**config.mk**
```make
export PLATFORM = sky130hd
export DESIGN_NAME = stm_top
export DESIGN_NICKNAME = d
export VERILOG_FILES = /design/src/verilog/stm_pkg.sv /design/src/verilog/stm_settings_wb.sv /design/src/verilog/stm_sync_idx_gen.sv /design/src/verilog/ec_time_to_sys_time.sv /design/src/verilog/stm_time_diff.sv /design/src/verilog/stm_swapchain.sv /design/src/verilog/stm_top.sv
export SDC_FILE = /design/constraint.sdc
export NUM_CORES = 1
export LEC_CHECK = 0
export BUFFER_PORTS_ARGS = -buffer_cell sky130_fd_sc_hd__clkbuf_2
export CAP_MARGIN = 20
export CORE_UTILIZATION = 45
export CTS_BUF_LIST = sky130_fd_sc_hd__clkbuf_4 sky130_fd_sc_hd__clkbuf_8
export CTS_CLUSTER_DIAMETER = 80
export CTS_CLUSTER_SIZE = 24
export DETAILED_ROUTE_END_ITERATION = 10
export SLEW_MARGIN = 0
export SYNTH_ARGS = -nofsm -noshare
export SYNTH_HDL_FRONTEND = slang
export SYNTH_HIERARCHICAL = 1
export SYNTH_SLANG_ARGS = --single-unit
```
**constraint.sdc**
```tcl
create_clock -name CLK -period 5.41 [get_ports CLK]
set_input_delay 0.541 -clock CLK [delete_from_list [all_inputs] [get_ports CLK]]
set_output_delay 0.541 -clock CLK [all_outputs]
set_load 0.02 [all_outputs]
```
**src/verilog/stm_pkg.sv**
```systemverilog
`default_nettype none

package stm_pkg;

  localparam int NumSegment = 2;
  localparam int CycleWidth = 13;
  localparam logic [15:0] RepInfinite = 16'hFFFF;

  // one index tick per rising edge of this system-time bit
  localparam int TickBit = 2;

  // ns * 128 >> 5 gives system ticks at 4 per ns
  localparam int EcToSysMul = 128;
  localparam int EcToSysShift = 5;

  typedef enum logic [7:0] {
    TRANSITION_MODE_SYNC_IDX = 8'h00,
    TRANSITION_MODE_SYS_TIME = 8'h01,
    TRANSITION_MODE_GPIO     = 8'h02,
    TRANSITION_MODE_EXT      = 8'hF0
  } transition_mode_t;

  typedef struct packed {
    logic [CycleWidth-1:0] cycle;
    logic [15:0]           rep;
  } seg_cfg_t;

  typedef struct packed {
    logic             req_segment;
    transition_mode_t transition_mode;
    logic [63:0]      transition_value;
  } stm_settings_t;

  typedef struct packed {
    logic stop;
    logic segment;
  } stm_status_t;

  typedef enum logic [3:0] {
    REG_CTRL    = 4'd0,
    REG_TVAL_LO = 4'd1,
    REG_TVAL_HI = 4'd2,
    REG_CYCLE0  = 4'd3,
    REG_REP0    = 4'd4,
    REG_CYCLE1  = 4'd5,
    REG_REP1    = 4'd6,
    REG_STATUS  = 4'd7
  } wb_reg_addr_t;

endpackage

`default_nettype wire

```
**src/verilog/stm_settings_wb.sv**
```systemverilog
`default_nettype none

module stm_settings_wb
  import stm_pkg::*;
(
  input  logic          CLK,
  input  logic          rst_n,
  input  logic          cyc,
  input  logic          stb,
  input  logic          we,
  input  wb_reg_addr_t  adr,
  input  logic [31:0]   dat_w,
  output logic [31:0]   dat_r,
  output logic          ack,
  input  stm_status_t   status,
  output stm_settings_t settings,
  output seg_cfg_t      seg_cfg [NumSegment],
  output logic          update
);

  logic        req;
  logic        wr;
  logic [31:0] rd_data;

  // a new request is only taken while ack is low, which gives the idle cycle
  assign req = cyc && stb && !ack;
  assign wr  = req && we;

  always_comb begin
    rd_data = '0;
    case (adr)
      REG_CTRL: begin
        rd_data[0]    = settings.req_segment;
        rd_data[15:8] = settings.transition_mode;
      end
      REG_TVAL_LO: rd_data = settings.transition_value[31:0];
      REG_TVAL_HI: rd_data = settings.transition_value[63:32];
      REG_CYCLE0:  rd_data[CycleWidth-1:0] = seg_cfg[0].cycle;
      REG_REP0:    rd_data[15:0] = seg_cfg[0].rep;
      REG_CYCLE1:  rd_data[CycleWidth-1:0] = seg_cfg[1].cycle;
      REG_REP1:    rd_data[15:0] = seg_cfg[1].rep;
      REG_STATUS:  rd_data[$bits(stm_status_t)-1:0] = status;
      default:     rd_data = '0;
    endcase
  end

  always_ff @(posedge CLK) begin
    if (!rst_n) begin
      ack      <= 1'b0;
      update   <= 1'b0;
      dat_r    <= '0;
      settings <= '0;
      seg_cfg  <= '{default: '0};
    end else begin
      ack    <= req;
      update <= wr && (adr == REG_CTRL);
      if (req && !we) begin
        dat_r <= rd_data;
      end
      if (wr) begin
        case (adr)
          REG_CTRL: begin
            settings.req_segment     <= dat_w[0];
            settings.transition_mode <= transition_mode_t'(dat_w[15:8]);
          end
          REG_TVAL_LO: settings.transition_value[31:0] <= dat_w;
          REG_TVAL_HI: settings.transition_value[63:32] <= dat_w;
          REG_CYCLE0:  seg_cfg[0].cycle <= dat_w[CycleWidth-1:0];
          REG_REP0:    seg_cfg[0].rep <= dat_w[15:0];
          REG_CYCLE1:  seg_cfg[1].cycle <= dat_w[CycleWidth-1:0];
          REG_REP1:    seg_cfg[1].rep <= dat_w[15:0];
          default: ;
        endcase
      end
    end
  end

  // the master must hold the strobe until it has seen ack
  assert property (@(posedge CLK) disable iff (!rst_n) ack |-> (cyc && stb));

endmodule

`default_nettype wire

```
**src/verilog/stm_sync_idx_gen.sv**
```systemverilog
`default_nettype none

module stm_sync_idx_gen
  import stm_pkg::*;
#(
  parameter int TickBit = stm_pkg::TickBit
) (
  input  logic                  CLK,
  input  logic                  rst_n,
  input  logic [60:0]           sys_time,
  input  seg_cfg_t              seg_cfg [NumSegment],
  output logic [CycleWidth-1:0] sync_idx [NumSegment]
);

  logic tick_q;
  logic tick;

  always_ff @(posedge CLK) begin
    if (!rst_n) begin
      tick_q <= 1'b0;
    end else begin
      tick_q <= sys_time[TickBit];
    end
  end

  assign tick = sys_time[TickBit] && !tick_q;

  for (genvar i = 0; i < NumSegment; i++) begin : gen_seg
    always_ff @(posedge CLK) begin
      if (!rst_n) begin
        sync_idx[i] <= '0;
      end else if (tick) begin
        // also wraps when the cycle was shortened below the current index
        if (sync_idx[i] >= seg_cfg[i].cycle) begin
          sync_idx[i] <= '0;
        end else begin
          sync_idx[i] <= sync_idx[i] + 1'b1;
        end
      end
    end

    assert property (@(posedge CLK) disable iff (!rst_n)
      sync_idx[i] <= seg_cfg[i].cycle);
  end

endmodule

`default_nettype wire

```
**src/verilog/ec_time_to_sys_time.sv**
```systemverilog
`default_nettype none

module ec_time_to_sys_time
  import stm_pkg::*;
(
  input  logic        CLK,
  input  logic        rst_n,
  input  logic [63:0] ec_time,
  input  logic        din_valid,
  output logic [55:0] sys_time,
  output logic        dout_valid
);

  logic [63:0] ec_q;
  logic [71:0] prod_q;
  logic [1:0]  valid_q;

  always_ff @(posedge CLK) begin
    ec_q     <= ec_time;
    prod_q   <= 72'(ec_q) * 72'(EcToSysMul);
    // upper product bits are dropped, the system time is only 56 bits wide
    sys_time <= 56'(prod_q >> EcToSysShift);
  end

  always_ff @(posedge CLK) begin
    if (!rst_n) begin
      valid_q    <= '0;
      dout_valid <= 1'b0;
    end else begin
      valid_q    <= {valid_q[0], din_valid};
      dout_valid <= valid_q[1];
    end
  end

endmodule

`default_nettype wire

```
**src/verilog/stm_time_diff.sv**
```systemverilog
`default_nettype none

module stm_time_diff #(
  parameter int SubLatency = 2
) (
  input  logic               CLK,
  input  logic [60:0]        a,
  input  logic [55:0]        b,
  output logic signed [56:0] diff
);

  logic signed [56:0] pipe [SubLatency];

  // the 57-bit result is taken modulo, sign bit 56 tells which time is ahead
  always_ff @(posedge CLK) begin
    pipe[0] <= 57'(a) - 57'(b);
  end

  for (genvar i = 1; i < SubLatency; i++) begin : gen_stage
    always_ff @(posedge CLK) begin
      pipe[i] <= pipe[i-1];
    end
  end

  assign diff = pipe[SubLatency-1];

endmodule

`default_nettype wire

```
**src/verilog/stm_swapchain.sv**
```systemverilog
`default_nettype none

module stm_swapchain
  import stm_pkg::*;
#(
  parameter int SubLatency = 2
) (
  input  logic                  CLK,
  input  logic                  rst_n,
  input  logic [60:0]           sys_time,
  input  stm_settings_t         settings,
  input  seg_cfg_t              seg_cfg [NumSegment],
  input  logic                  update,
  input  logic [CycleWidth-1:0] sync_idx [NumSegment],
  input  logic [3:0]            gpio_in,
  output stm_status_t           status,
  output logic [CycleWidth-1:0] idx [NumSegment]
);

  localparam int LatCntW = $clog2(SubLatency + 1);
  localparam logic [LatCntW-1:0] LatLast = LatCntW'(SubLatency - 1);

  typedef enum logic [1:0] {
    WAIT_START,
    FINITE_LOOP,
    INFINITE_LOOP
  } state_t;

  typedef enum logic {
    IDX_MODE_SYNC_IDX,
    IDX_MODE_TIC
  } idx_mode_t;

  state_t                state;
  idx_mode_t             idx_mode;
  transition_mode_t      mode;
  logic                  segment;
  logic                  req_segment;
  logic                  stop;
  logic                  ext_mode;
  logic [15:0]           rep;
  logic [15:0]           loop_cnt;
  logic [CycleWidth-1:0] idx_old [NumSegment];
  logic [CycleWidth-1:0] tic_idx [NumSegment];
  logic                  idx_changed [NumSegment];
  logic                  wrapped [NumSegment];
  logic                  conv_valid;
  logic                  conv_done;
  logic                  wait_transition;
  logic [LatCntW-1:0]    lat_cnt;
  logic [55:0]           transition_time;
  logic signed [56:0]    time_diff;
  logic                  start_evt;

  ec_time_to_sys_time i_ec_time_to_sys_time (
    .CLK       (CLK),
    .rst_n     (rst_n),
    .ec_time   (settings.transition_value),
    .din_valid (conv_valid),
    .sys_time  (transition_time),
    .dout_valid(conv_done)
  );

  stm_time_diff #(
    .SubLatency(SubLatency)
  ) i_stm_time_diff (
    .CLK (CLK),
    .a   (sys_time),
    .b   (transition_time),
    .diff(time_diff)
  );

  for (genvar i = 0; i < NumSegment; i++) begin : gen_idx
    always_ff @(posedge CLK) begin
      if (!rst_n) begin
        idx_old[i] <= '0;
      end else begin
        idx_old[i] <= sync_idx[i];
      end
    end
    assign idx_changed[i] = idx_old[i] != sync_idx[i];
    assign wrapped[i]     = idx_changed[i] && (sync_idx[i] == '0);
    assign idx[i]         = (idx_mode == IDX_MODE_SYNC_IDX) ? idx_old[i] : tic_idx[i];
  end

  // start event of the pending transition
  always_comb begin
    case (mode)
      TRANSITION_MODE_SYNC_IDX: start_evt = wrapped[req_segment];
      TRANSITION_MODE_SYS_TIME: start_evt = !wait_transition && (lat_cnt == LatLast) &&
                                            !time_diff[56];
      TRANSITION_MODE_GPIO:     start_evt = idx_changed[req_segment] &&
                                            gpio_in[settings.transition_value[1:0]];
      default:                  start_evt = 1'b0;
    endcase
  end

  // ==============================
  // segment state machine
  // ==============================
  always_ff @(posedge CLK) begin
    if (!rst_n) begin
      state           <= INFINITE_LOOP;
      idx_mode        <= IDX_MODE_SYNC_IDX;
      mode            <= TRANSITION_MODE_SYNC_IDX;
      segment         <= 1'b0;
      req_segment     <= 1'b0;
      stop            <= 1'b0;
      ext_mode        <= 1'b0;
      rep             <= '0;
      loop_cnt        <= '0;
      conv_valid      <= 1'b0;
      wait_transition <= 1'b0;
      lat_cnt         <= '0;
      tic_idx         <= '{default: '0};
    end else begin
      conv_valid <= 1'b0;
      if (update) begin
        stop <= 1'b0;
        if (seg_cfg[settings.req_segment].rep == RepInfinite) begin
          segment  <= settings.req_segment;
          idx_mode <= IDX_MODE_SYNC_IDX;
          ext_mode <= settings.transition_mode == TRANSITION_MODE_EXT;
          state    <= INFINITE_LOOP;
        end else begin
          rep             <= seg_cfg[settings.req_segment].rep;
          req_segment     <= settings.req_segment;
          mode            <= settings.transition_mode;
          conv_valid      <= settings.transition_mode == TRANSITION_MODE_SYS_TIME;
          wait_transition <= 1'b1;
          lat_cnt         <= '0;
          state           <= WAIT_START;
        end
      end else begin
        case (state)
          WAIT_START: begin
            if (conv_done) begin
              wait_transition <= 1'b0;
            end
            // time_diff is valid SubLatency cycles after the conversion
            if (!wait_transition && (lat_cnt != LatLast)) begin
              lat_cnt <= lat_cnt + 1'b1;
            end
            if (start_evt) begin
              loop_cnt             <= '0;
              segment              <= req_segment;
              idx_mode             <= (mode == TRANSITION_MODE_SYNC_IDX) ?
                                      IDX_MODE_SYNC_IDX : IDX_MODE_TIC;
              tic_idx[req_segment] <= '0;
              state                <= FINITE_LOOP;
            end
          end
          INFINITE_LOOP: begin
            if (ext_mode && wrapped[segment]) begin
              segment <= ~segment;
            end
          end
          FINITE_LOOP: begin
            if (idx_mode == IDX_MODE_SYNC_IDX) begin
              if (wrapped[segment]) begin
                if (loop_cnt == rep) begin
                  stop <= 1'b1;
                end else begin
                  loop_cnt <= loop_cnt + 1'b1;
                end
              end
            end else if (idx_changed[segment]) begin
              if (tic_idx[segment] >= seg_cfg[segment].cycle) begin
                tic_idx[segment] <= '0;
                if (loop_cnt == rep) begin
                  stop <= 1'b1;
                end else begin
                  loop_cnt <= loop_cnt + 1'b1;
                end
              end else begin
                tic_idx[segment] <= tic_idx[segment] + 1'b1;
              end
            end
          end
          default: state <= INFINITE_LOOP;
        endcase
      end
    end
  end

  assign status.stop    = stop;
  assign status.segment = segment;

  assert property (@(posedge CLK) disable iff (!rst_n) stop |-> (state == FINITE_LOOP));
  assert property (@(posedge CLK) disable iff (!rst_n) conv_valid |=> !conv_valid);

endmodule

`default_nettype wire

```
**src/verilog/stm_top.sv**
```systemverilog
`default_nettype none

module stm_top
  import stm_pkg::*;
#(
  parameter int SubLatency = 2,
  parameter int TickBit    = stm_pkg::TickBit
) (
  input  logic                  CLK,
  input  logic                  rst_n,
  input  logic                  cyc,
  input  logic                  stb,
  input  logic                  we,
  input  wb_reg_addr_t          adr,
  input  logic [31:0]           dat_w,
  output logic [31:0]           dat_r,
  output logic                  ack,
  input  logic [60:0]           sys_time,
  input  logic [3:0]            gpio_in,
  output stm_status_t           status,
  output logic [CycleWidth-1:0] idx [NumSegment]
);

  stm_settings_t         settings;
  seg_cfg_t              seg_cfg [NumSegment];
  logic                  update;
  logic [CycleWidth-1:0] sync_idx [NumSegment];

  stm_settings_wb i_stm_settings_wb (
    .CLK     (CLK),
    .rst_n   (rst_n),
    .cyc     (cyc),
    .stb     (stb),
    .we      (we),
    .adr     (adr),
    .dat_w   (dat_w),
    .dat_r   (dat_r),
    .ack     (ack),
    .status  (status),
    .settings(settings),
    .seg_cfg (seg_cfg),
    .update  (update)
  );

  stm_sync_idx_gen #(
    .TickBit(TickBit)
  ) i_stm_sync_idx_gen (
    .CLK     (CLK),
    .rst_n   (rst_n),
    .sys_time(sys_time),
    .seg_cfg (seg_cfg),
    .sync_idx(sync_idx)
  );

  stm_swapchain #(
    .SubLatency(SubLatency)
  ) i_stm_swapchain (
    .CLK     (CLK),
    .rst_n   (rst_n),
    .sys_time(sys_time),
    .settings(settings),
    .seg_cfg (seg_cfg),
    .update  (update),
    .sync_idx(sync_idx),
    .gpio_in (gpio_in),
    .status  (status),
    .idx     (idx)
  );

endmodule

`default_nettype wire

```
# Word level (Yosys, flattened, before mapping)
# Memory sizes are Yosys's and may differ from the RTL's.
# Cells that the tools add are included.
# op_classes
n_addsub,6
magnitude_cmp,9
eq_ne,32
muxes,82
n_bitwise,13
reduce_logical,52
# ops
op,count
16-bit two-way mux,9
13-bit two-way mux,11
26-bit two-way mux,4
29-bit two-way mux,3
16-bit one-hot mux with 2 select lines,2
57-bit by 56-bit subtractor with 57-bit output,1
26-bit AND,2
26-bit inverter,2
26-bit one-hot mux with 2 select lines,1
"13-bit by 1-bit adder with 13-bit output, second input constant",3
13-bit >= comparator,3
6-bit one-hot mux with 6 select lines,1
5-bit one-hot mux with 7 select lines,1
1-bit two-way mux,33
26-bit bitwise mux,1
13-bit demux with 1-bit select,2
13-bit zero test,2
13-bit != test,2
2-bit AND reduction,10
"16-bit by 1-bit adder with 16-bit output, second input constant",1
16-bit equality test,1
"16-bit equality test, second input constant",1
"4-bit by 3-bit equality test with 1-bit output, second input constant",4
"8-bit by 1-bit equality test with 1-bit output, second input constant",2
other kinds (39),92
# word_totals
regBits,434
ramBits,140
input_bits,106
out_inout_bits,61
elab_cells,229
memories,2
# mem_list
memory,depth,word_bits,rd,rd_ports_with_merged_regs,wr,line,source
i_stm_swapchain.i_stm_time_diff.pipe,2,57,2,0,2,stm_time_diff.sv:12,logic signed [56:0] pipe [SubLatency];
i_stm_swapchain.idx_old,2,13,2,0,2,stm_swapchain.sv:43,logic [CycleWidth-1:0] idx_old [NumSegment];

# Longest topological paths before layout
# logic_depth
word_depth,11
mapped_depth,15
ltp_nobuf,12

# Hierarchy
# The synthesis kept the hierarchy.
# by_module_without_submodules
mod,instances,cells_each,area_per_inst_um2,seq_area_each_um2
stm_settings_wb,1,810,6900.4,3303.2
stm_time_diff,1,745,6491.2,2282.2
stm_swapchain,1,698,6145.9,2062.0
ec_time_to_sys_time,1,171,3340.7,3303.2
stm_sync_idx_gen,1,249,1976.9,540.5

# Worst setup path after synthesis
# Ideal clock, no wire load.
# synth_timing
path_type,register to register
startpoint,register i_stm_swapchain.segment
endpoint,register i_stm_swapchain/tic_idx[22] (netlist name)
setup_time_ns,0.070
t_arrival_ns,3.914
required_time_ns,5.340
slack_ns,1.426
path_stages_with_launch,15
n_path_buf,4
period_less_slack_ns,3.984
path_cell_list,dfxtp_1 buf_2 clkbuf_1 buf_1 clkbuf_1 mux2i_1 ha_1 a211o_1 o211ai_1 o211a_1 o21ai_0 nor3_1 or3b_2 nand3_1 o2bb2ai_1
# synth_via
elab_chain_cells,11
word_cells_on_any_way,26
classes_between,1 x add/sub; 3 x order compare; 1 x eq/ne; 16 x mux; 3 x bitwise; 2 x reduce/logical
# synth_rtl
item,line,source
"start, declared",stm_swapchain.sv:37,logic segment;
"start signal, assigned",stm_swapchain.sv:121,segment <= settings.req_segment;
"start signal, assigned",stm_swapchain.sv:146,segment <= req_segment;
"start signal, assigned",stm_swapchain.sv:155,segment <= ~segment;
1-bit inverter with 2-bit output (not written as such) *,n/a,
"parallel branches: the longest is 10 deep, another holds 13-bit by 1-bit adder with 13-bit output",n/a,
"end signal, assigned by index",stm_swapchain.sv:176,tic_idx[segment] <= tic_idx[segment] + 1'b1;
"end, declared",stm_swapchain.sv:44,logic [CycleWidth-1:0] tic_idx [NumSegment];
# Mark *: on every way between the ends. The select of a mux whose other input is x is not followed.
# A chain may end at the register's enable or synchronous reset.

# Worst setup path after layout
# layout_timing
startpoint,register i_stm_swapchain.segment
endpoint,register i_stm_swapchain.loop_cnt[13]
# layout_via
elab_chain_cells,7
word_cells_on_any_way,18
classes_between,1 x order compare; 3 x eq/ne; 12 x mux; 1 x bitwise; 1 x reduce/logical
# layout_rtl
item,line,source
1-bit inverter with 2-bit output (not written as such) *,"stm_swapchain.sv:160, stm_swapchain.sv:167, stm_swapchain.sv:168",
13-bit two-way mux (not written as such) or 29-bit two-way mux (tied branches) (3 in series),stm_swapchain.sv:168,if (tic_idx[segment] >= seg_cfg[segment].cycle) begin
13-bit >= comparator,stm_swapchain.sv:168,
3-bit != test (no source line),n/a,
6-bit AND reduction (no source line) *,n/a,
"end signal, assigned",stm_swapchain.sv:164,loop_cnt <= loop_cnt + 1'b1;
"end signal, assigned",stm_swapchain.sv:173,loop_cnt <= loop_cnt + 1'b1;
"end, declared",stm_swapchain.sv:42,logic [15:0] loop_cnt;
# Mark *: on every way between the ends. The rest lies on a longest branch, timed or not. The select of a mux whose other input is x is not followed.

==> flow_summary.toml <==
[power]
static-leakage-power_nw = 8.457
power-per-cell-area_nw_per_um2 = 258.9
vdd_ir_drop_max_mv = 0.2054

[outcome]
status = "completed"

[setup_path]
category_of_the_critical_setup_timing_path = "register to register"
max_stage_delay_ns = 0.94
crit_path_cell_trace = "mux2_2, ha_1, a211o_1, o211ai_1, a31o_2, o21a_1, o22ai_1, nand2_1, or4_1, nand3_1"
timing.critical_path.arrival_ns = 4.98
worstPathRequired_ns = 5.98
worst_setup_path_start_kind = "register"
endpoint_kind = "register"
crit_fanout = 37
critical_path.n_buffers_inverters = 0
worst_path_dominant_cell_family = "compound AO/OA/AOI/OAI gates"
slowest_cp_cell = "sky130_fd_sc_hd__dfxtp_2"

[global_routing]
global_route.usage.met1_pct = 32.13
antenna_violations_before_repair = 4
grt_start_max_net_pins = 92
gr-usage-met3_pct = 2.971
globalRouteOverflowTotal = 0
groute.usage.overall_pct = 23.91
grt-busiest-layer = "met2"
grt_first_pass_wirelength_mm = 83.87
grt_use_met2_pct = 40.59
grt_pass1_vias = 14650

[routing]
route.detailed.wl_per_inst_microns = 19.38
viasPerCell = 5.478
detail_route.iter0.violations = 1104
antenna_left = 0
drt-pass1-iter-count = 5
via_count = 15500
finalWirelength_mm = 54.84
detail_route.drc_violations = 0

[floorplan]
pin_count = 167
initial_utilization_pct = 46.12
dieHeight_microns = 213.0
design.die.area_sq_um = 45390
rows = 76
core-area_sq_um = 43460
horizontal_die_dimension_microns = 213.0

[synthesis]
postSynthCellCount = 2163
synth.yosys.warnings = 6
post_synth.cell_area_avg_sq_um = 9.266
synth_area_sq_um = 20040

[sta]
final_report_hold_violation_count = 0
fmax_mhz = 226.8
worst_slew_pin_slew_ns = 1.147
period_share_pct = 81.51
timing.hold.ws_ns = 0.08208
timing.setup.tns_ns = 0
final.min_clock_period_ns = 4.410
fin_worst_setup_slack_ns = 1.000
drv_slew = 0
slew-limit-headroom_pct = 23.54
timing.final.setup_violations = 0
grt_setup_unrepaired = "no"
fin_skew_ns = 0.03930

[clock_network]
ctsHtreeMaxLevel = 1
cts_made_buffers = 28
clock_path_buffers = 3
worstSkewPairLatency_ns = 0.66
post_cts.resized_instances = 0
tritoncts_num_sinks = 462
cts-hold-fix-buffers = 0
worst_setup_hold_path_clk_slew_ns = 0.13
post-cts-setup-buffer-count = 0
tritoncts = "yes"
clock_tree.root_cell = "sky130_fd_sc_hd__clkbuf_8"

[placement]
buffer_ports.inserted = 162
globalplace.congestion = 0.8875
dpl_worst_slack_ns = 1.076
place_hpwl_mm = 40.00

[layout]
area_delta_synth_final_pct = 8.059
proportion_of_layout_cells_with_a_drive_suffix_above_1_pct = 13.96
layout_net_count = 2437

[worst_hold_path]
hold_path.class = "primary input to register"

[flow_run]
cap_violations = 0
==> worst paths after layout <==
path / startpoint / endpoint / slack (ns) / depth (start not counted)
min reg2reg: i_stm_swapchain/i_ec_time_to_sys_time/ec_q[40] / i_stm_swapchain/i_ec_time_to_sys_time/prod_q[47] / 0.32 / 0
max reg2reg: i_stm_swapchain/segment / i_stm_swapchain/loop_cnt[13] / 1.00 / 10
max: i_stm_swapchain/segment / i_stm_swapchain/loop_cnt[13] / 1.00 / 10
min: sys_time[56] / i_stm_swapchain/i_stm_time_diff/pipe[0][56] / 0.08 / 2
==> per-layer routing <==
layer / share of wire [%] / vias up / wire length, microns
met5: 0.016 / - / 9
met4: 2.2 / 2 / 1217
met3: 5.0 / 75 / 2715
met2: 48 / 381 / 26170
met1: 45 / 7421 / 24730
li1: - / 7617 / -
==> cell type report <==
| class | instances | area, sq um |
|---|---|---|
| antenna | 2 | 5.005 |
| clock buffer | 30 | 406.6 |
| clock inverter | 14 | 234.0 |
| multi-input combinational | 1444 | 9637 |
| sequential | 462 | 9250 |
| timing repair buffer | 181 | 975.9 |
| inverter | 111 | 417.9 |
| fill | 4197 | 21800 |
| tap | 585 | 732.0 |
==> sequential cells by signal (all words and copies together) (netlist names), 8 cells and up <==
name / flops
i_stm_sync_idx_gen/sync_idx: 26
i_stm_swapchain/loop_cnt: 16
i_stm_swapchain/i_ec_time_to_sys_time/sys_time: 54
i_stm_swapchain/rep: 16
i_stm_swapchain/i_ec_time_to_sys_time/prod_q: 54
i_stm_swapchain/tic_idx: 26
i_stm_settings_wb/dat_r: 32
i_stm_swapchain/mode: 8
i_stm_settings_wb/settings: 73
i_stm_swapchain/idx_old: 26
i_stm_swapchain/i_ec_time_to_sys_time/ec_q: 54
i_stm_settings_wb/seg_cfg: 58
==> power by group <==
| part | leakage, nW | switching, W | internal (W) |
|---|---|---|---|
| registers | 3.72 | 0.0000132 | 0.00342 |
| clock network | 0.321 | 0.00117 | 0.000705 |
| logic | 4.41 | 0.000194 | 0.000101 |
==> through the flow <==
stage | util, % | total power, W | cell area, sq um | std cells
final | 49.84 | 0.005608 | 21660 | 2829
after global routing | 49.84 | 0.005821 | 21660 | 2829
after CTS | 49.76 | 0.005665 | 21630 | 2826
after detailed placement | 48.29 | 0.003802 | 20990 | 2782
after global placement | 48.29 | 0.003794 | 20990 | 2782
after floorplan | - | 0.003693 | 20050 | 2164
==> placed cells by master, fill, tap and decap left out, drive strengths merged, types with 6 or more instances in the layout <==
master and count:
dfxtp 462, nand2 297, clkbuf 191, a21oi 158, nor2 123, inv 119, ha 102, nand3 94
mux2i 76, o21ai 74, xor2 48, and2 41, mux2 39, a211oi 39, xnor2 26, nand4 26
o2bb2ai 25, and3 23, buf 20, nor4 20, nor3 19, a22oi 18, a21o 17, a31oi 17
nor2b 13, nor3b 13, nand3b 12, a22o 11, nand2b 7, a311oi 6, o211ai 6, o2111ai 6
or3 6
(Power assumes the default switching activity.)
